**src/common/ex_cfg.svh**
```systemverilog
// Execute stage configuration
`ifndef EX_CFG_SVH
`define EX_CFG_SVH

// Data path and PC width
`define EX_XLEN 32

// PC value held in EX after reset
`define EX_PC_INIT 'h200

// Shift-add iterations per multiply
// one per multiplier bit
`define EX_MUL_CYCLES `EX_XLEN

`endif

```
**src/common/ex_pkg.sv**
```systemverilog
// Execute stage shared types

package ex_pkg;

  // Raw 32-bit instruction word
  typedef logic [31:0] instr_t;

  // ALU operations
  typedef enum logic [3:0] {
    ALU_ADD,
    ALU_SUB,
    ALU_SLL,
    ALU_SLT,
    ALU_SLTU,
    ALU_XOR,
    ALU_SRL,
    ALU_SRA,
    ALU_OR,
    ALU_AND,
    ALU_LUI,   // pass opB through
    ALU_LINK   // return address pc+4
  } alu_op_e;

  // Branch unit operations
  // Nine values need a 4-bit code
  typedef enum logic [3:0] {
    BU_NONE,
    BU_BEQ,
    BU_BNE,
    BU_BLT,
    BU_BGE,
    BU_BLTU,
    BU_BGEU,
    BU_JAL,
    BU_JALR
  } bu_op_e;

  // Major opcodes in instruction bits [6:0]
  localparam logic [6:0] OPC_OP     = 7'b0110011;
  localparam logic [6:0] OPC_OP_IMM = 7'b0010011;
  localparam logic [6:0] OPC_LUI    = 7'b0110111;
  localparam logic [6:0] OPC_BRANCH = 7'b1100011;
  localparam logic [6:0] OPC_JAL    = 7'b1101111;
  localparam logic [6:0] OPC_JALR   = 7'b1100111;

  // funct7 of the M extension
  localparam logic [6:0] F7_MULDIV  = 7'b0000001;

  // funct3 of MUL inside the M group
  localparam logic [2:0] F3_MUL     = 3'b000;

endpackage

```
**src/design/ex_decode.sv**
```systemverilog
// Execute stage instruction decode
`timescale 1ns/1ps
`include "ex_cfg.svh"

module ex_decode
  import ex_pkg::*;
(
  input  instr_t               id_insn_i,
  input  logic                 id_bubble_i,
  output logic                 alu_sel_o,
  output alu_op_e              alu_op_o,
  output bu_op_e               bu_op_o,
  output logic [`EX_XLEN-1:0]  bu_imm_o,
  output logic                 mul_sel_o
);

  // Instruction fields
  logic [6:0] opcode;
  logic [2:0] funct3;
  logic [6:0] funct7;

  assign opcode = id_insn_i[6:0];
  assign funct3 = id_insn_i[14:12];
  assign funct7 = id_insn_i[31:25];

  ////////////////////////////////////////////////////////////////////////////
  // Immediate for the branch unit
  ////////////////////////////////////////////////////////////////////////////

  always_comb
  begin
    case (opcode)
      // B-type, bit 0 always zero
      OPC_BRANCH: bu_imm_o = {{(`EX_XLEN-13){id_insn_i[31]}}, id_insn_i[31], id_insn_i[7],
                              id_insn_i[30:25], id_insn_i[11:8], 1'b0};
      // J-type
      OPC_JAL:    bu_imm_o = {{(`EX_XLEN-21){id_insn_i[31]}}, id_insn_i[31],
                              id_insn_i[19:12], id_insn_i[20], id_insn_i[30:21], 1'b0};
      // I-type, used by JALR
      default:    bu_imm_o = {{(`EX_XLEN-12){id_insn_i[31]}}, id_insn_i[31:20]};
    endcase
  end

  ////////////////////////////////////////////////////////////////////////////
  // Unit selects and operations
  ////////////////////////////////////////////////////////////////////////////

  always_comb
  begin
    // Nothing selected by default
    alu_sel_o = 1'b0;
    alu_op_o  = ALU_ADD;
    bu_op_o   = BU_NONE;
    mul_sel_o = 1'b0;

    if (!id_bubble_i)
    begin
      case (opcode)
        OPC_OP, OPC_OP_IMM:
        begin
          if (opcode == OPC_OP && funct7 == F7_MULDIV)
          begin
            // Only MUL of the M group is present
            mul_sel_o = (funct3 == F3_MUL);
          end
          else
          begin
            alu_sel_o = 1'b1;
            case (funct3)
              // SUB only for register form with bit 30 set
              3'b000:  alu_op_o = (opcode == OPC_OP && id_insn_i[30]) ? ALU_SUB : ALU_ADD;
              3'b001:  alu_op_o = ALU_SLL;
              3'b010:  alu_op_o = ALU_SLT;
              3'b011:  alu_op_o = ALU_SLTU;
              3'b100:  alu_op_o = ALU_XOR;
              3'b101:  alu_op_o = id_insn_i[30] ? ALU_SRA : ALU_SRL;
              3'b110:  alu_op_o = ALU_OR;
              default: alu_op_o = ALU_AND;
            endcase
          end
        end

        OPC_LUI:
        begin
          // ID already put the upper immediate on opB
          alu_sel_o = 1'b1;
          alu_op_o  = ALU_LUI;
        end

        OPC_BRANCH:
        begin
          case (funct3)
            3'b000:  bu_op_o = BU_BEQ;
            3'b001:  bu_op_o = BU_BNE;
            3'b100:  bu_op_o = BU_BLT;
            3'b101:  bu_op_o = BU_BGE;
            3'b110:  bu_op_o = BU_BLTU;
            3'b111:  bu_op_o = BU_BGEU;
            default: bu_op_o = BU_NONE;
          endcase
        end

        // Jumps also write the link through the ALU
        OPC_JAL:
        begin
          alu_sel_o = 1'b1;
          alu_op_o  = ALU_LINK;
          bu_op_o   = BU_JAL;
        end

        OPC_JALR:
        begin
          alu_sel_o = 1'b1;
          alu_op_o  = ALU_LINK;
          bu_op_o   = BU_JALR;
        end

        default: ;
      endcase
    end
  end

endmodule

```
**src/ex_units/ex_alu.sv**
```systemverilog
// Integer ALU
`timescale 1ns/1ps
`include "ex_cfg.svh"

module ex_alu
  import ex_pkg::*;
(
  input  logic                 clk_i,
  input  logic                 rst_ni,
  input  logic                 ex_stall_i,
  input  logic                 alu_sel_i,
  input  alu_op_e              alu_op_i,
  input  logic [`EX_XLEN-1:0]  id_pc_i,
  input  logic [`EX_XLEN-1:0]  opA_i,
  input  logic [`EX_XLEN-1:0]  opB_i,
  output logic [`EX_XLEN-1:0]  alu_r_o,
  output logic                 alu_bubble_o
);

  logic [`EX_XLEN-1:0] alu_nxt;
  logic [4:0]          shamt;

  // Shift amount from opB low bits
  assign shamt = opB_i[4:0];

  ////////////////////////////////////////////////////////////////////////////
  // Operation
  ////////////////////////////////////////////////////////////////////////////

  always_comb
  begin
    case (alu_op_i)
      ALU_ADD:  alu_nxt = opA_i + opB_i;
      ALU_SUB:  alu_nxt = opA_i - opB_i;
      ALU_SLL:  alu_nxt = opA_i << shamt;
      ALU_SLT:  alu_nxt = {{(`EX_XLEN-1){1'b0}}, $signed(opA_i) < $signed(opB_i)};
      ALU_SLTU: alu_nxt = {{(`EX_XLEN-1){1'b0}}, opA_i < opB_i};
      ALU_XOR:  alu_nxt = opA_i ^ opB_i;
      ALU_SRL:  alu_nxt = opA_i >> shamt;
      // Arithmetic shift keeps the sign
      ALU_SRA:  alu_nxt = $unsigned($signed(opA_i) >>> shamt);
      ALU_OR:   alu_nxt = opA_i | opB_i;
      ALU_AND:  alu_nxt = opA_i & opB_i;
      ALU_LUI:  alu_nxt = opB_i;
      ALU_LINK: alu_nxt = id_pc_i + `EX_XLEN'(4);
      default:  alu_nxt = opA_i + opB_i;
    endcase
  end

  ////////////////////////////////////////////////////////////////////////////
  // Registers
  ////////////////////////////////////////////////////////////////////////////

  // Result, taken on the issue edge
  always_ff @(posedge clk_i)
  begin
    if (!ex_stall_i)
      alu_r_o <= alu_nxt;
  end

  // Bubble when not selected
  always_ff @(posedge clk_i or negedge rst_ni)
  begin
    if (!rst_ni)
      alu_bubble_o <= 1'b1;
    else if (!ex_stall_i)
      alu_bubble_o <= ~alu_sel_i;
  end

endmodule

```
**src/ex_units/ex_branch.sv**
```systemverilog
// Branch resolution unit
`timescale 1ns/1ps
`include "ex_cfg.svh"

module ex_branch
  import ex_pkg::*;
(
  input  logic                 clk_i,
  input  logic                 rst_ni,
  input  logic                 ex_stall_i,
  input  bu_op_e               bu_op_i,
  input  logic [`EX_XLEN-1:0]  bu_imm_i,
  input  logic [`EX_XLEN-1:0]  id_pc_i,
  input  logic [`EX_XLEN-1:0]  opA_i,
  input  logic [`EX_XLEN-1:0]  opB_i,
  input  logic [1:0]           bp_predict_i,
  output logic [`EX_XLEN-1:0]  bu_nxt_pc_o,
  output logic                 bu_flush_o
);

  logic                taken;
  logic [`EX_XLEN-1:0] target;

  // Outcome of the compare
  always_comb
  begin
    case (bu_op_i)
      BU_BEQ:  taken = (opA_i == opB_i);
      BU_BNE:  taken = (opA_i != opB_i);
      BU_BLT:  taken = ($signed(opA_i) <  $signed(opB_i));
      BU_BGE:  taken = ($signed(opA_i) >= $signed(opB_i));
      BU_BLTU: taken = (opA_i <  opB_i);
      BU_BGEU: taken = (opA_i >= opB_i);
      BU_JAL,
      BU_JALR: taken = 1'b1;
      default: taken = 1'b0;
    endcase
  end

  // JALR target is register relative with bit 0 dropped
  assign target = (bu_op_i == BU_JALR) ? ((opA_i + bu_imm_i) & ~`EX_XLEN'(1))
                                       : (id_pc_i + bu_imm_i);

  // Next PC, held under stall
  always_ff @(posedge clk_i)
  begin
    if (!ex_stall_i)
      bu_nxt_pc_o <= taken ? target : id_pc_i + `EX_XLEN'(4);
  end

  // Flush on a wrong prediction
  // Single pulse, also cleared while stalled
  always_ff @(posedge clk_i or negedge rst_ni)
  begin
    if (!rst_ni)
      bu_flush_o <= 1'b0;
    else
      bu_flush_o <= !ex_stall_i && (bu_op_i != BU_NONE) && (taken ^ bp_predict_i[1]);
  end

endmodule

```
**src/ex_units/ex_mul.sv**
```systemverilog
// Iterative shift-add multiplier
`timescale 1ns/1ps
`include "ex_cfg.svh"

module ex_mul
(
  input  logic                 clk_i,
  input  logic                 rst_ni,
  input  logic                 ex_stall_i,
  input  logic                 mul_sel_i,
  input  logic [`EX_XLEN-1:0]  opA_i,
  input  logic [`EX_XLEN-1:0]  opB_i,
  output logic                 mul_busy_o,
  output logic [`EX_XLEN-1:0]  mul_r_o,
  output logic                 mul_bubble_o
);

  localparam int CNT_W = $clog2(`EX_MUL_CYCLES + 1);

  // Operand shift registers
  logic [`EX_XLEN-1:0] mcand;
  logic [`EX_XLEN-1:0] mplier;
  logic [CNT_W-1:0]    cnt;
  logic                issue;
  logic                last;

  // New multiply accepted on the issue edge
  assign issue = !ex_stall_i && mul_sel_i;

  // Final iteration
  assign last = mul_busy_o && (cnt == CNT_W'(1));

  ////////////////////////////////////////////////////////////////////////////
  // Data path
  ////////////////////////////////////////////////////////////////////////////

  // mul_r_o doubles as the accumulator
  // only shown once the bubble drops
  always_ff @(posedge clk_i)
  begin
    if (issue)
    begin
      mcand   <= opA_i;
      mplier  <= opB_i;
      mul_r_o <= '0;
    end
    else if (mul_busy_o)
    begin
      // Add shifted multiplicand for each set multiplier bit
      if (mplier[0])
        mul_r_o <= mul_r_o + mcand;
      mcand  <= mcand << 1;
      mplier <= mplier >> 1;
    end
  end

  ////////////////////////////////////////////////////////////////////////////
  // Control
  ////////////////////////////////////////////////////////////////////////////

  always_ff @(posedge clk_i or negedge rst_ni)
  begin
    if (!rst_ni)
    begin
      mul_busy_o   <= 1'b0;
      mul_bubble_o <= 1'b1;
      cnt          <= '0;
    end
    else if (mul_busy_o)
    begin
      // Iterates regardless of stall, busy is part of it
      cnt <= cnt - CNT_W'(1);
      if (last)
      begin
        mul_busy_o   <= 1'b0;
        mul_bubble_o <= 1'b0;
      end
    end
    else if (!ex_stall_i)
    begin
      // Issue slot, bubble until the product is ready
      mul_busy_o   <= mul_sel_i;
      mul_bubble_o <= 1'b1;
      cnt          <= CNT_W'(`EX_MUL_CYCLES);
    end
  end

endmodule

```
**src/design/ex_stage.sv**
```systemverilog
// Execute stage top level
`timescale 1ns/1ps
`include "ex_cfg.svh"

module ex_stage
  import ex_pkg::*;
(
  input  logic                 clk_i,
  input  logic                 rst_ni,

  // From ID
  input  logic [`EX_XLEN-1:0]  id_pc_i,
  input  instr_t               id_insn_i,
  input  logic                 id_bubble_i,
  input  logic [`EX_XLEN-1:0]  id_opA_i,
  input  logic [`EX_XLEN-1:0]  id_opB_i,
  input  logic                 id_userf_opA_i,
  input  logic                 id_userf_opB_i,
  input  logic                 id_bypex_opA_i,
  input  logic                 id_bypex_opB_i,
  input  logic [1:0]           id_bp_predict_i,

  // From register file
  input  logic [`EX_XLEN-1:0]  rf_srcv1_i,
  input  logic [`EX_XLEN-1:0]  rf_srcv2_i,

  // From MEM
  input  logic                 mem_stall_i,

  // To MEM and fetch
  output logic [`EX_XLEN-1:0]  ex_pc_o,
  output instr_t               ex_insn_o,
  output logic [`EX_XLEN-1:0]  ex_r_o,
  output logic                 ex_bubble_o,
  output logic                 ex_stall_o,
  output logic [`EX_XLEN-1:0]  bu_nxt_pc_o,
  output logic                 bu_flush_o
);

  // Selected operands
  logic [`EX_XLEN-1:0] opA;
  logic [`EX_XLEN-1:0] opB;

  // Decoded operations
  logic                alu_sel;
  alu_op_e             alu_op;
  bu_op_e              bu_op;
  logic [`EX_XLEN-1:0] bu_imm;
  logic                mul_sel;

  // Unit results
  logic [`EX_XLEN-1:0] alu_r;
  logic                alu_bubble;
  logic [`EX_XLEN-1:0] mul_r;
  logic                mul_bubble;
  logic                mul_busy;

  ////////////////////////////////////////////////////////////////////////////
  // Stall, PC and instruction
  ////////////////////////////////////////////////////////////////////////////

  assign ex_stall_o = mem_stall_i | mul_busy;

  always_ff @(posedge clk_i or negedge rst_ni)
  begin
    if (!rst_ni)
      ex_pc_o <= `EX_XLEN'(`EX_PC_INIT);
    else if (!ex_stall_o)
      ex_pc_o <= id_pc_i;
  end

  always_ff @(posedge clk_i)
  begin
    if (!ex_stall_o)
      ex_insn_o <= id_insn_i;
  end

  ////////////////////////////////////////////////////////////////////////////
  // Operand bypass
  ////////////////////////////////////////////////////////////////////////////

  // EX forward wins over register file
  assign opA = id_bypex_opA_i ? ex_r_o :
               id_userf_opA_i ? rf_srcv1_i : id_opA_i;
  assign opB = id_bypex_opB_i ? ex_r_o :
               id_userf_opB_i ? rf_srcv2_i : id_opB_i;

  ////////////////////////////////////////////////////////////////////////////
  // Decode and units
  ////////////////////////////////////////////////////////////////////////////

  ex_decode u_decode (
    .id_insn_i   ( id_insn_i   ),
    .id_bubble_i ( id_bubble_i ),
    .alu_sel_o   ( alu_sel     ),
    .alu_op_o    ( alu_op      ),
    .bu_op_o     ( bu_op       ),
    .bu_imm_o    ( bu_imm      ),
    .mul_sel_o   ( mul_sel     )
  );

  ex_alu u_alu (
    .clk_i        ( clk_i      ),
    .rst_ni       ( rst_ni     ),
    .ex_stall_i   ( ex_stall_o ),
    .alu_sel_i    ( alu_sel    ),
    .alu_op_i     ( alu_op     ),
    .id_pc_i      ( id_pc_i    ),
    .opA_i        ( opA        ),
    .opB_i        ( opB        ),
    .alu_r_o      ( alu_r      ),
    .alu_bubble_o ( alu_bubble )
  );

  ex_branch u_branch (
    .clk_i        ( clk_i           ),
    .rst_ni       ( rst_ni          ),
    .ex_stall_i   ( ex_stall_o      ),
    .bu_op_i      ( bu_op           ),
    .bu_imm_i     ( bu_imm          ),
    .id_pc_i      ( id_pc_i         ),
    .opA_i        ( opA             ),
    .opB_i        ( opB             ),
    .bp_predict_i ( id_bp_predict_i ),
    .bu_nxt_pc_o  ( bu_nxt_pc_o     ),
    .bu_flush_o   ( bu_flush_o      )
  );

  ex_mul u_mul (
    .clk_i        ( clk_i      ),
    .rst_ni       ( rst_ni     ),
    .ex_stall_i   ( ex_stall_o ),
    .mul_sel_i    ( mul_sel    ),
    .opA_i        ( opA        ),
    .opB_i        ( opB        ),
    .mul_busy_o   ( mul_busy   ),
    .mul_r_o      ( mul_r      ),
    .mul_bubble_o ( mul_bubble )
  );

  ////////////////////////////////////////////////////////////////////////////
  // Result merge
  ////////////////////////////////////////////////////////////////////////////

  // Branch unit has no result, links come from the ALU
  assign ex_bubble_o = alu_bubble & mul_bubble;
  assign ex_r_o      = mul_bubble ? alu_r : mul_r;

endmodule

```
**config.mk**
```make
export PLATFORM = sky130hd
export DESIGN_NAME = ex_stage
export DESIGN_NICKNAME = d
export VERILOG_FILES = /design/src/common/ex_pkg.sv /design/src/design/ex_decode.sv /design/src/ex_units/ex_alu.sv /design/src/ex_units/ex_branch.sv /design/src/ex_units/ex_mul.sv /design/src/design/ex_stage.sv
export VERILOG_INCLUDE_DIRS = /design/src /design/src/common
export SDC_FILE = /design/constraint.sdc
export NUM_CORES = 1
export LEC_CHECK = 0
export BUFFER_PORTS_ARGS = -buffer_cell sky130_fd_sc_hd__buf_2
export CORE_MARGIN = 3
export CORE_UTILIZATION = 29
export DETAILED_ROUTE_END_ITERATION = 8
export SLEW_MARGIN = 5
export SYNTH_ARGS = -nofsm -noshare
export SYNTH_HDL_FRONTEND = slang
export SYNTH_SLANG_ARGS = --single-unit
```
**constraint.sdc**
```tcl
create_clock -name clk_i -period 7.7 [get_ports clk_i]
set_input_delay 0.385 -clock clk_i [delete_from_list [all_inputs] [get_ports clk_i]]
set_output_delay 0.385 -clock clk_i [all_outputs]
set_load 0.005 [all_outputs]
```
== After elaboration in Yosys (flattened, before gate mapping) ==
Cells that the tools add are included.

* Flip-flop bits (word level): 234
* Input bits: 202
* Output and inout bits: 131
* Word-level logic and storage cells: 124

* Add/sub/neg operators: 7
* $lt $le $gt $ge: 4
* Equality and inequality tests: 38
* Shifts and indexed selects: 3
* Mux-type cells: 37
* Bitwise gates (word level): 7
* Reduce and logical (&&, ||, !) cells: 16

{| class="wikitable"
|+ Operator list
! operator !! count
|-
| $mux W32 || 11
|-
| $pmux W32 S11 || 1
|-
| $add A32 B32 Y32 || 4
|-
| $ge A32 B32 Y1 || 2
|-
| $lt A32 B32 Y1 || 2
|-
| $pmux W20 S2 || 1
|-
| $add A32 B3 Y32 const B || 1
|-
| $and A32 B32 Y32 || 1
|-
| $eq A32 B32 Y1 || 1
|-
| $eq A4 B3 Y1 const B || 8
|-
| $ne A32 B32 Y1 || 1
|-
| $or A32 B32 Y32 || 1
|-
| $shl A32 B5 Y32 || 1
|-
| $shr A32 B5 Y32 || 1
|-
| $sshr A32 B5 Y32 || 1
|-
| $sub A32 B32 Y32 || 1
|-
| $xor A32 B32 Y32 || 1
|-
| $pmux W4 S7 || 1
|-
| $pmux W4 S3 || 2
|-
| $eq A7 B7 Y1 const B || 3
|-
| $eq A4 B4 Y1 const B || 5
|-
| $pmux W3 S6 || 1
|-
| $eq A4 B2 Y1 const B || 4
|-
| $eq A7 B6 Y1 const B || 2
|-
| 27 further kinds || 55
|}

== Depth between registers and ports, before layout ==
Gate-level depths: netlist (run 1).

* Word-level depth: 9
* Depth in mapped cells: 23

== Modules after synthesis ==
From an unflattened synthesis (run 1), not the netlist that was laid out.

* Cell total of the unflattened synthesis: 3338
* Area, all modules: 27680.3 um^2

{| class="wikitable"
|+ Modules (own cells, without submodules)
! module !! times used !! cells an instance !! area an instance (um^2) !! seq. area each (um^2)
|-
| ex_alu || 1 || 1461 || 10909.2 || 987.2
|-
| ex_branch || 1 || 779 || 6117.1 || 985.9
|-
| ex_mul || 1 || 687 || 5954.5 || 2763.9
|-
| ex_stage || 1 || 314 || 4065.1 || 1762.9
|-
| ex_decode || 1 || 97 || 634.4 || 0.0
|}

== Worst setup path after synthesis (run 1) ==
No wires, ideal clock.

* Path type: reg2reg
* Start point: reg u_mul.mul_bubble_o
* End point: reg u_branch.bu_nxt_pc_o[15], data pin
* Setup time: 0.274 ns
* Data arrival time: 5.816 ns
* Slack: 1.611 ns
* Cell stages (with the launch flop): 23
* Buffers on the path: 9
* Period minus slack after synthesis: 6.089 ns
* Path through: dfstp_2 > buf_2 > buf_1 > mux2i_1 > mux2_2 > buf_1 > clkbuf_1 > clkbuf_1 > buf_1 > ha_1 > clkbuf_1 > nor2b_1 > o21ai_0 > o211ai_1 > o311a_1 > o31ai_1 > a21bo_2 > or3_1 > a41oi_4 > buf_8 > buf_12 > mux2i_1 > a21oi_1

* Longest elaborated chain between the ends: 5
* Elaborated cells on any way between the ends: 13
* Classes of those cells: add/sub: 1; order compare: 4; eq/ne: 2; mux: 6

{| class="wikitable"
|+ RTL lines
! what !! line !! source
|-
| start, declared || ex_mul.sv:15 || <nowiki>output logic mul_bubble_o</nowiki>
|-
| start signal, assigned || ex_mul.sv:66 || <nowiki>mul_bubble_o <= 1'b1;</nowiki>
|-
| start signal, assigned || ex_mul.sv:76 || <nowiki>mul_bubble_o <= 1'b0;</nowiki>
|-
| start signal, assigned || ex_mul.sv:83 || <nowiki>mul_bubble_o <= 1'b1;</nowiki>
|-
| $mux W32 (*) || ex_stage.sv:147 || <nowiki>assign ex_r_o = mul_bubble ? alu_r : mul_r;</nowiki>
|-
| $mux W32, on equally long branches || ex_stage.sv:83, ex_stage.sv:85 ||
|-
| $ge A32 B32 Y1 (tied with other cells) || ex_branch.sv:33 || <nowiki>BU_BGEU: taken = (opA_i >= opB_i);</nowiki>
|-
| $pmux W1 S7 / $mux W32 (equally long branches) || ex_branch.sv:27, ex_branch.sv:41 ||
|-
| $mux W32 (*) || ex_branch.sv:48 || <nowiki>bu_nxt_pc_o <= taken ? target : id_pc_i + `EX_XLEN'(4);</nowiki>
|-
| end signal, assigned || ex_branch.sv:48 ||
|-
| end, declared || ex_branch.sv:17 || <nowiki>output logic [`EX_XLEN-1:0] bu_nxt_pc_o,</nowiki>
|}

Every way passes the cells marked *; elsewhere a longest branch is shown, timed or not.
A chain may end at the register's enable or synchronous reset.

== Worst setup path in the final report (run 1) ==
* Start point: reg u_mul.mul_bubble_o
* End point: reg u_branch.bu_nxt_pc_o[31], data pin

The elaborated chain is that of the path after synthesis.

==> flow_summary.ini, run 1 <==
[timing]
rsz0062_at_grt = false
min_period_ps = 6550
fmax_mhz = 153
skew_ps = 13.6
relSlewSlack = 0.0628
finalSetupViolCount = 0
hold_ws_ps = 27.6
fin_ws_ps = 1150
slew_viol_final = 0
worst_pin_slew_ps = 1370
finalHoldViolCount = 0
period_share = 0.850
fin_tns_setup_ps = 0

[floorplanning]
start_util = 0.294
die_w_um = 304
ios = 333
fp.coreArea_sq_um = 87300
dieArea_sq_um = 92200
rows = 108
dieHeight_um = 304

[logic_synthesis]
ys_async_sr_fraction = 0.179
ys.flop_type = edfxtp_1
synth_seq_area_share = 0.253
synthTopCellsByArea = edfxtp_1 19%, ha_1 9.3%, mux2i_1 7.9%
synth_compound_area_frac = 0.246
yosysWarnings = 0
synth_top_family_by_area = compound AO/OA/AOI/OAI gates
synth-seq-cells = 234
synth_xor_area_frac = 0.0440
synth_edf_count = 160
synth_fp_nets = 3561
netlist_area_sq_um = 25700
muxShareOfSynthArea = 0.136
yosysMostFrequentCell = nand2_1
synth.distinct_cells = 93
netlist_instances = 3162
yosysTopAreaCellShare = 0.187
yosys.area_share.simple = 0.174
synth_largest_area_cell = edfxtp_1
syn_area_per_cell_sq_um = 8.13
synth_fa_ha_area_frac = 0.0974
ys_top_cells_by_count = 331 x nand2_1, 289 x nor2_1, 259 x a21oi_1

[worst_setup_path]
cp_top_family = compound AO/OA/AOI/OAI gates
max_stage_delay_ps = 680
crit_path_start_kind = register
cp.required_ps = 8000
cp_cell_sequence = buf_4, mux2_2, mux2i_1, inv_1, ha_1, a221oi_1, a21oi_1, nand2b_1, o31ai_1, a21bo_2, or3_1, a41oi_4, buf_12, a21boi_0, o22ai_1
worstSetupEndpointType = register
cp_slowest_cell = mux2i_1
rrSetupSlack_ps = 1150
worst-path-buf-inv = 3
r2r-start = u_mul.mul_bubble_o
crit_fanout = 31
worstSetupPathType = reg -> reg
r2r-end = u_branch.bu_nxt_pc_o[31]
crit_arrival_ps = 6840
ff2ff_path_depth = 15

[route]
vias = 26676
drt_iter0_markers = 3409
firstDrtPassIters = 6
avgRoutedWirePerCell_um = 24.2
routed_wirelength_um = 111000
ant_nets = 0
drc = 0
vias_per_cell = 5.80

[power_and_ir_drop]
p_leak_nw = 12.8
vdd_drop_max_uv = 166
pwr_density_cell_nw_per_um2 = 359

[global_route]
grt_max_degree = 83
antenna_found_initial = 2
grt_pass1_wl_um = 163000
grt_pass1_vias = 25077
track_usage = 0.228
grt_overflow = 0

[place]
dpl.cell_count = 4529
placed_area_sq_um = 28600
dp_slack_ps = 1350
io_buffers = 331
dp_hpwl_um = 86600
place.gp.congestion = 1.04

[cts]
cts_buffers = 30
h-tree-depth = 1
insertion_delay_ps = 600
postCtsHoldBufs = 16
post_cts_buffers = 0
clkTransAtPathRegs_ps = 60
tritoncts = done
ctsResizeCount = 0
clock-sinks = 234
cts.path.max_buffers = 3
cts-root-buf = clkbuf_16

[hold_path]
hold_path.class = in -> reg
hold_depth = 1
whs_endpoint = ex_insn_o[6]
holdCritStartpoint = id_insn_i[6]

[flow_run]
drv_cap = 0

[cells_and_area]
syn_to_final_growth_pct = 16.6
final_nets = 3821
final_area_sq_um = 30000
drive_above_1_share = 0.185
num-fill-cells = 9253
stdcell_count = 4602
final-seq-area_sq_um = 6500
multi_input_area_sq_um = 18000

[outcome]
outcome = finished, final reports clean
-- layer usage --
metal	track usage	up-vias	wire, um
met3	0.0416	230	11300
met2	0.344	1535	47000
met1	0.325	12671	48300
met4	0.0834	0	4810
met5	0	-	0
li1	-	12240	-
-- power breakdown --
group | total, mW | switching, mW | internal, mW
clock network | 1.62 | 0.602 | 1.02
registers | 2.22 | 0.250 | 1.97
logic | 6.90 | 4.38 | 2.51
total | 10.7 | 5.23 | 5.51
-- worst max-delay path by stage --
stage	from	endpoint	slack (ps)	cells after the start
floorplan	u_mul.mul_bubble_o	u_branch.bu_nxt_pc_o[15]	1610	22
global placement	id_userf_opA_i	u_branch.bu_nxt_pc_o[28]	1390	17
detailed placement	id_userf_opA_i	u_branch.bu_nxt_pc_o[28]	1350	17
CTS	u_mul.mul_bubble_o	u_branch.bu_nxt_pc_o[28]	1410	16
global route	u_mul.mul_bubble_o	u_branch.bu_nxt_pc_o[31]	1020	15
finish	u_mul.mul_bubble_o	u_branch.bu_nxt_pc_o[31]	1150	15
-- layout by cell type, fill, tap and decap left out, types with 120 or more instances in the layout --
cell / Yosys / layout
ha_1: 192 / 192
mux2i_1: 204 / 204
o21ai_0: 225 / 225
a21oi_1: 259 / 257
nand2_1: 331 / 330
mux2_2: 120 / 120
nor2_1: 289 / 288
inv_1: 127 / 125
buf_2: 11 / 331
edfxtp_1: 160 / 160
-- cell families (layout without fill, tap and decap cells) --
family,Yosys count,count (layout)
compound gates,976,976
other cells,0,1
mux,331,331
xor+xnor,129,129
fa+ha+maj,197,197
flops,234,234
buf+inv,322,606
simple gates,973,973
-- per-stage QoR --
| step | total power [mW] | util |
|---|---|---|
| after floorplan | 6.78 | - |
| after global placement | 8.83 | 0.328 |
| after detailed placement | 8.88 | 0.328 |
| after CTS | 10.6 | 0.343 |
| after global routing | 11.4 | 0.343 |
| final | 10.7 | 0.343 |
-- registers in the layout, summed over array words and instances, names as in the netlist --
| register | count |
|---|---|
| ex_insn_o | 32 |
| ex_pc_o | 32 |
| u_alu.alu_bubble_o | 1 |
| u_alu.alu_r_o | 32 |
| u_branch.bu_flush_o | 1 |
| u_branch.bu_nxt_pc_o | 32 |
| u_mul.cnt | 6 |
| u_mul.mcand | 32 |
| u_mul.mplier | 32 |
| u_mul.mul_bubble_o | 1 |
| u_mul.mul_busy_o | 1 |
| u_mul.mul_r_o | 32 |
-- worst register-to-register path, delay by kind of cell, from the launching register on --
family          cells  cell delay, ps
simple gates        2             650
mux                 2            1120
flops               1             570
fa+ha+maj           1             330
compound gates      7            2590
buf+inv             3             990
-- final cells by class --
cell class	instances	area share
multi-input combinational	2606	0.600
sequential	234	0.217
timing repair buffer	419	0.0795
tap	1155	0.0482
clock buffer	39	0.0300
inverter	131	0.0165
clock inverter	17	0.00823
antenna	1	0.0000835
No activity file was read; power rests on OpenSTA's default activity.
==> run 2, diff against run 1 <==
GPL_TIMING_DRIVEN = 1   (was default)
RECOVER_POWER = 50   (was default)
==> run 2 against run 1 <==
- the flow now finishes with violations (capacitance limit, slew limit)
- non-clock buffer count unchanged
- sequential power barely moved
- clock power barely moved
- clock skew grew 5.8 ps
- critical endpoint unchanged
- highest routed layer unchanged
==> flow_summary.ini, run 2 (same netlist as run 1, synthesis figures left out) <==
[floorplanning]
ios = 333
rows = 108
die_w_um = 304
dieHeight_um = 304
fp.coreArea_sq_um = 87300
start_util = 0.294
dieArea_sq_um = 92200

[route]
drt_iter0_markers = 3434
routed_wirelength_um = 111000
drc = 0
vias = 26663
firstDrtPassIters = 6
avgRoutedWirePerCell_um = 24.2
vias_per_cell = 5.80
ant_nets = 0

[global_route]
track_usage = 0.228
grt_overflow = 0
antenna_found_initial = 1
grt_pass1_vias = 25077
grt_pass1_wl_um = 163000
grt_max_degree = 83

[place]
dpl.cell_count = 4529
io_buffers = 331
place.gp.congestion = 1.04
dp_hpwl_um = 86600
placed_area_sq_um = 28600

[timing]
fin_tns_setup_ps = 0
slew_viol_final = 175
worst_pin_slew_ps = 2650
min_period_ps = 7000
finalSetupViolCount = 0
skew_ps = 19.4
finalHoldViolCount = 0
rsz0062_at_grt = false
fmax_mhz = 143
relSlewSlack = -0.764
hold_ws_ps = 91.3
period_share = 0.909

[cells_and_area]
num_antenna_cells = 0
final_common_cell = nand2_1
final_nets = 3821
syn_to_final_growth_pct = 16.1
final_area_sq_um = 29800
drive_above_1_share = 0.156
num-fill-cells = 9288
mostFrequentLayoutCells = 330 x nand2_1, 288 x nor2_1, 257 x a21oi_1
stdcell_count = 4601

[worst_setup_path]
worst-path-buf-inv = 3
cp.required_ps = 7990
max_stage_delay_ps = 710
ff2ff_path_depth = 15
crit_path_start_kind = register
r2r-start = u_mul.mul_bubble_o
cp_slowest_cell = clkbuf_1
crit_fanout = 31
rrSetupSlack_ps = 700
worstSetupPathType = reg -> reg
crit_arrival_ps = 7290
r2r-end = u_branch.bu_nxt_pc_o[31]
worstSetupEndpointType = register
cp_cell_sequence = clkbuf_1, mux2_2, mux2i_1, inv_1, ha_1, a221oi_1, a21oi_1, nand2b_1, o31ai_1, a21bo_2, or3_1, a41oi_4, buf_12, a21boi_0, o22ai_1
cp_top_family = compound AO/OA/AOI/OAI gates

[power_and_ir_drop]
p_leak_nw = 12.6
pwr_density_cell_nw_per_um2 = 359
vdd_drop_max_uv = 167

[hold_path]
hold_depth = 2
holdCritStartpoint = id_pc_i[31]
hold_path.class = in -> reg
whs_endpoint = ex_pc_o[31]

[cts]
clkTransAtPathRegs_ps = 60
cts.path.max_buffers = 3
cts_buffers = 30
tritoncts = done
ctsResizeCount = 0
clock-sinks = 234
h-tree-depth = 1
cts-root-buf = clkbuf_16
insertion_delay_ps = 600

[flow_run]
drv_cap = 4

[outcome]
violations = capacitance limit, slew limit
outcome = finished with violations
## run 2: repair_timing
action | CTS | global route
hold buffers | 16 | 0
hold endpoints to repair | 54 | 0
setup buffers | 0 | 0
## run 2: area by class of cell
type                       count  area, sq um  area share
clock inverter                17          246     0.00826
multi-input combinational   2606        18000       0.603
tap                         1155         1450      0.0485
sequential                   234         6500       0.218
clock buffer                  39          898      0.0301
inverter                     131          493      0.0165
timing repair buffer         419         2260      0.0759
## run 2: through the flow
| step | utilization | worst slack (ps) | power [mW] |
|---|---|---|---|
| 3_3_place_gp | 0.328 | 1390 | 8.83 |
| 2_1_floorplan | - | 1610 | 6.78 |
| 3_5_place_dp | 0.328 | 1350 | 8.88 |
| 4_1_cts | 0.343 | 1410 | 10.6 |
| 6_report | 0.342 | 697 | 10.7 |
| 5_1_grt | 0.342 | 509 | 11.4 |
## run 2: layer usage
layer | up-vias | global-route usage | part of all wire
li1 | 12243 | - | -
met1 | 12645 | 0.325 | 0.43
met2 | 1527 | 0.344 | 0.42
met3 | 248 | 0.0416 | 0.10
met4 | 0 | 0.0834 | 0.045
met5 | - | 0 | 0
## run 2: how the worst max path moves through the flow
stage                                  start                        to  slack (ps)  depth (start not counted)
after floorplan           u_mul.mul_bubble_o  u_branch.bu_nxt_pc_o[15]        1610                         22
after global placement        id_userf_opA_i  u_branch.bu_nxt_pc_o[28]        1390                         17
after detailed placement      id_userf_opA_i  u_branch.bu_nxt_pc_o[28]        1350                         17
after CTS                 u_mul.mul_bubble_o  u_branch.bu_nxt_pc_o[28]        1410                         16
after global routing      u_mul.mul_bubble_o  u_branch.bu_nxt_pc_o[31]         510                         15
final                     u_mul.mul_bubble_o  u_branch.bu_nxt_pc_o[31]         700                         15
## run 2: worst reg2reg max path, cell delays in order, from the launching register on
cell and delay, ps:
dfstp_2 570, clkbuf_1 710, mux2_2 460, mux2i_1 700
inv_1 400, ha_1 360, a221oi_1 360, a21oi_1 190
nand2b_1 220, o31ai_1 630, a21bo_2 340, or3_1 420
a41oi_4 650, buf_12 290, a21boi_0 280, o22ai_1 120
## run 2: power by group
| part | switching [mW] | internal (mW) |
|---|---|---|
| combinational | 4.38 | 2.49 |
| clock | 0.603 | 1.02 |
| sequential | 0.250 | 1.98 |
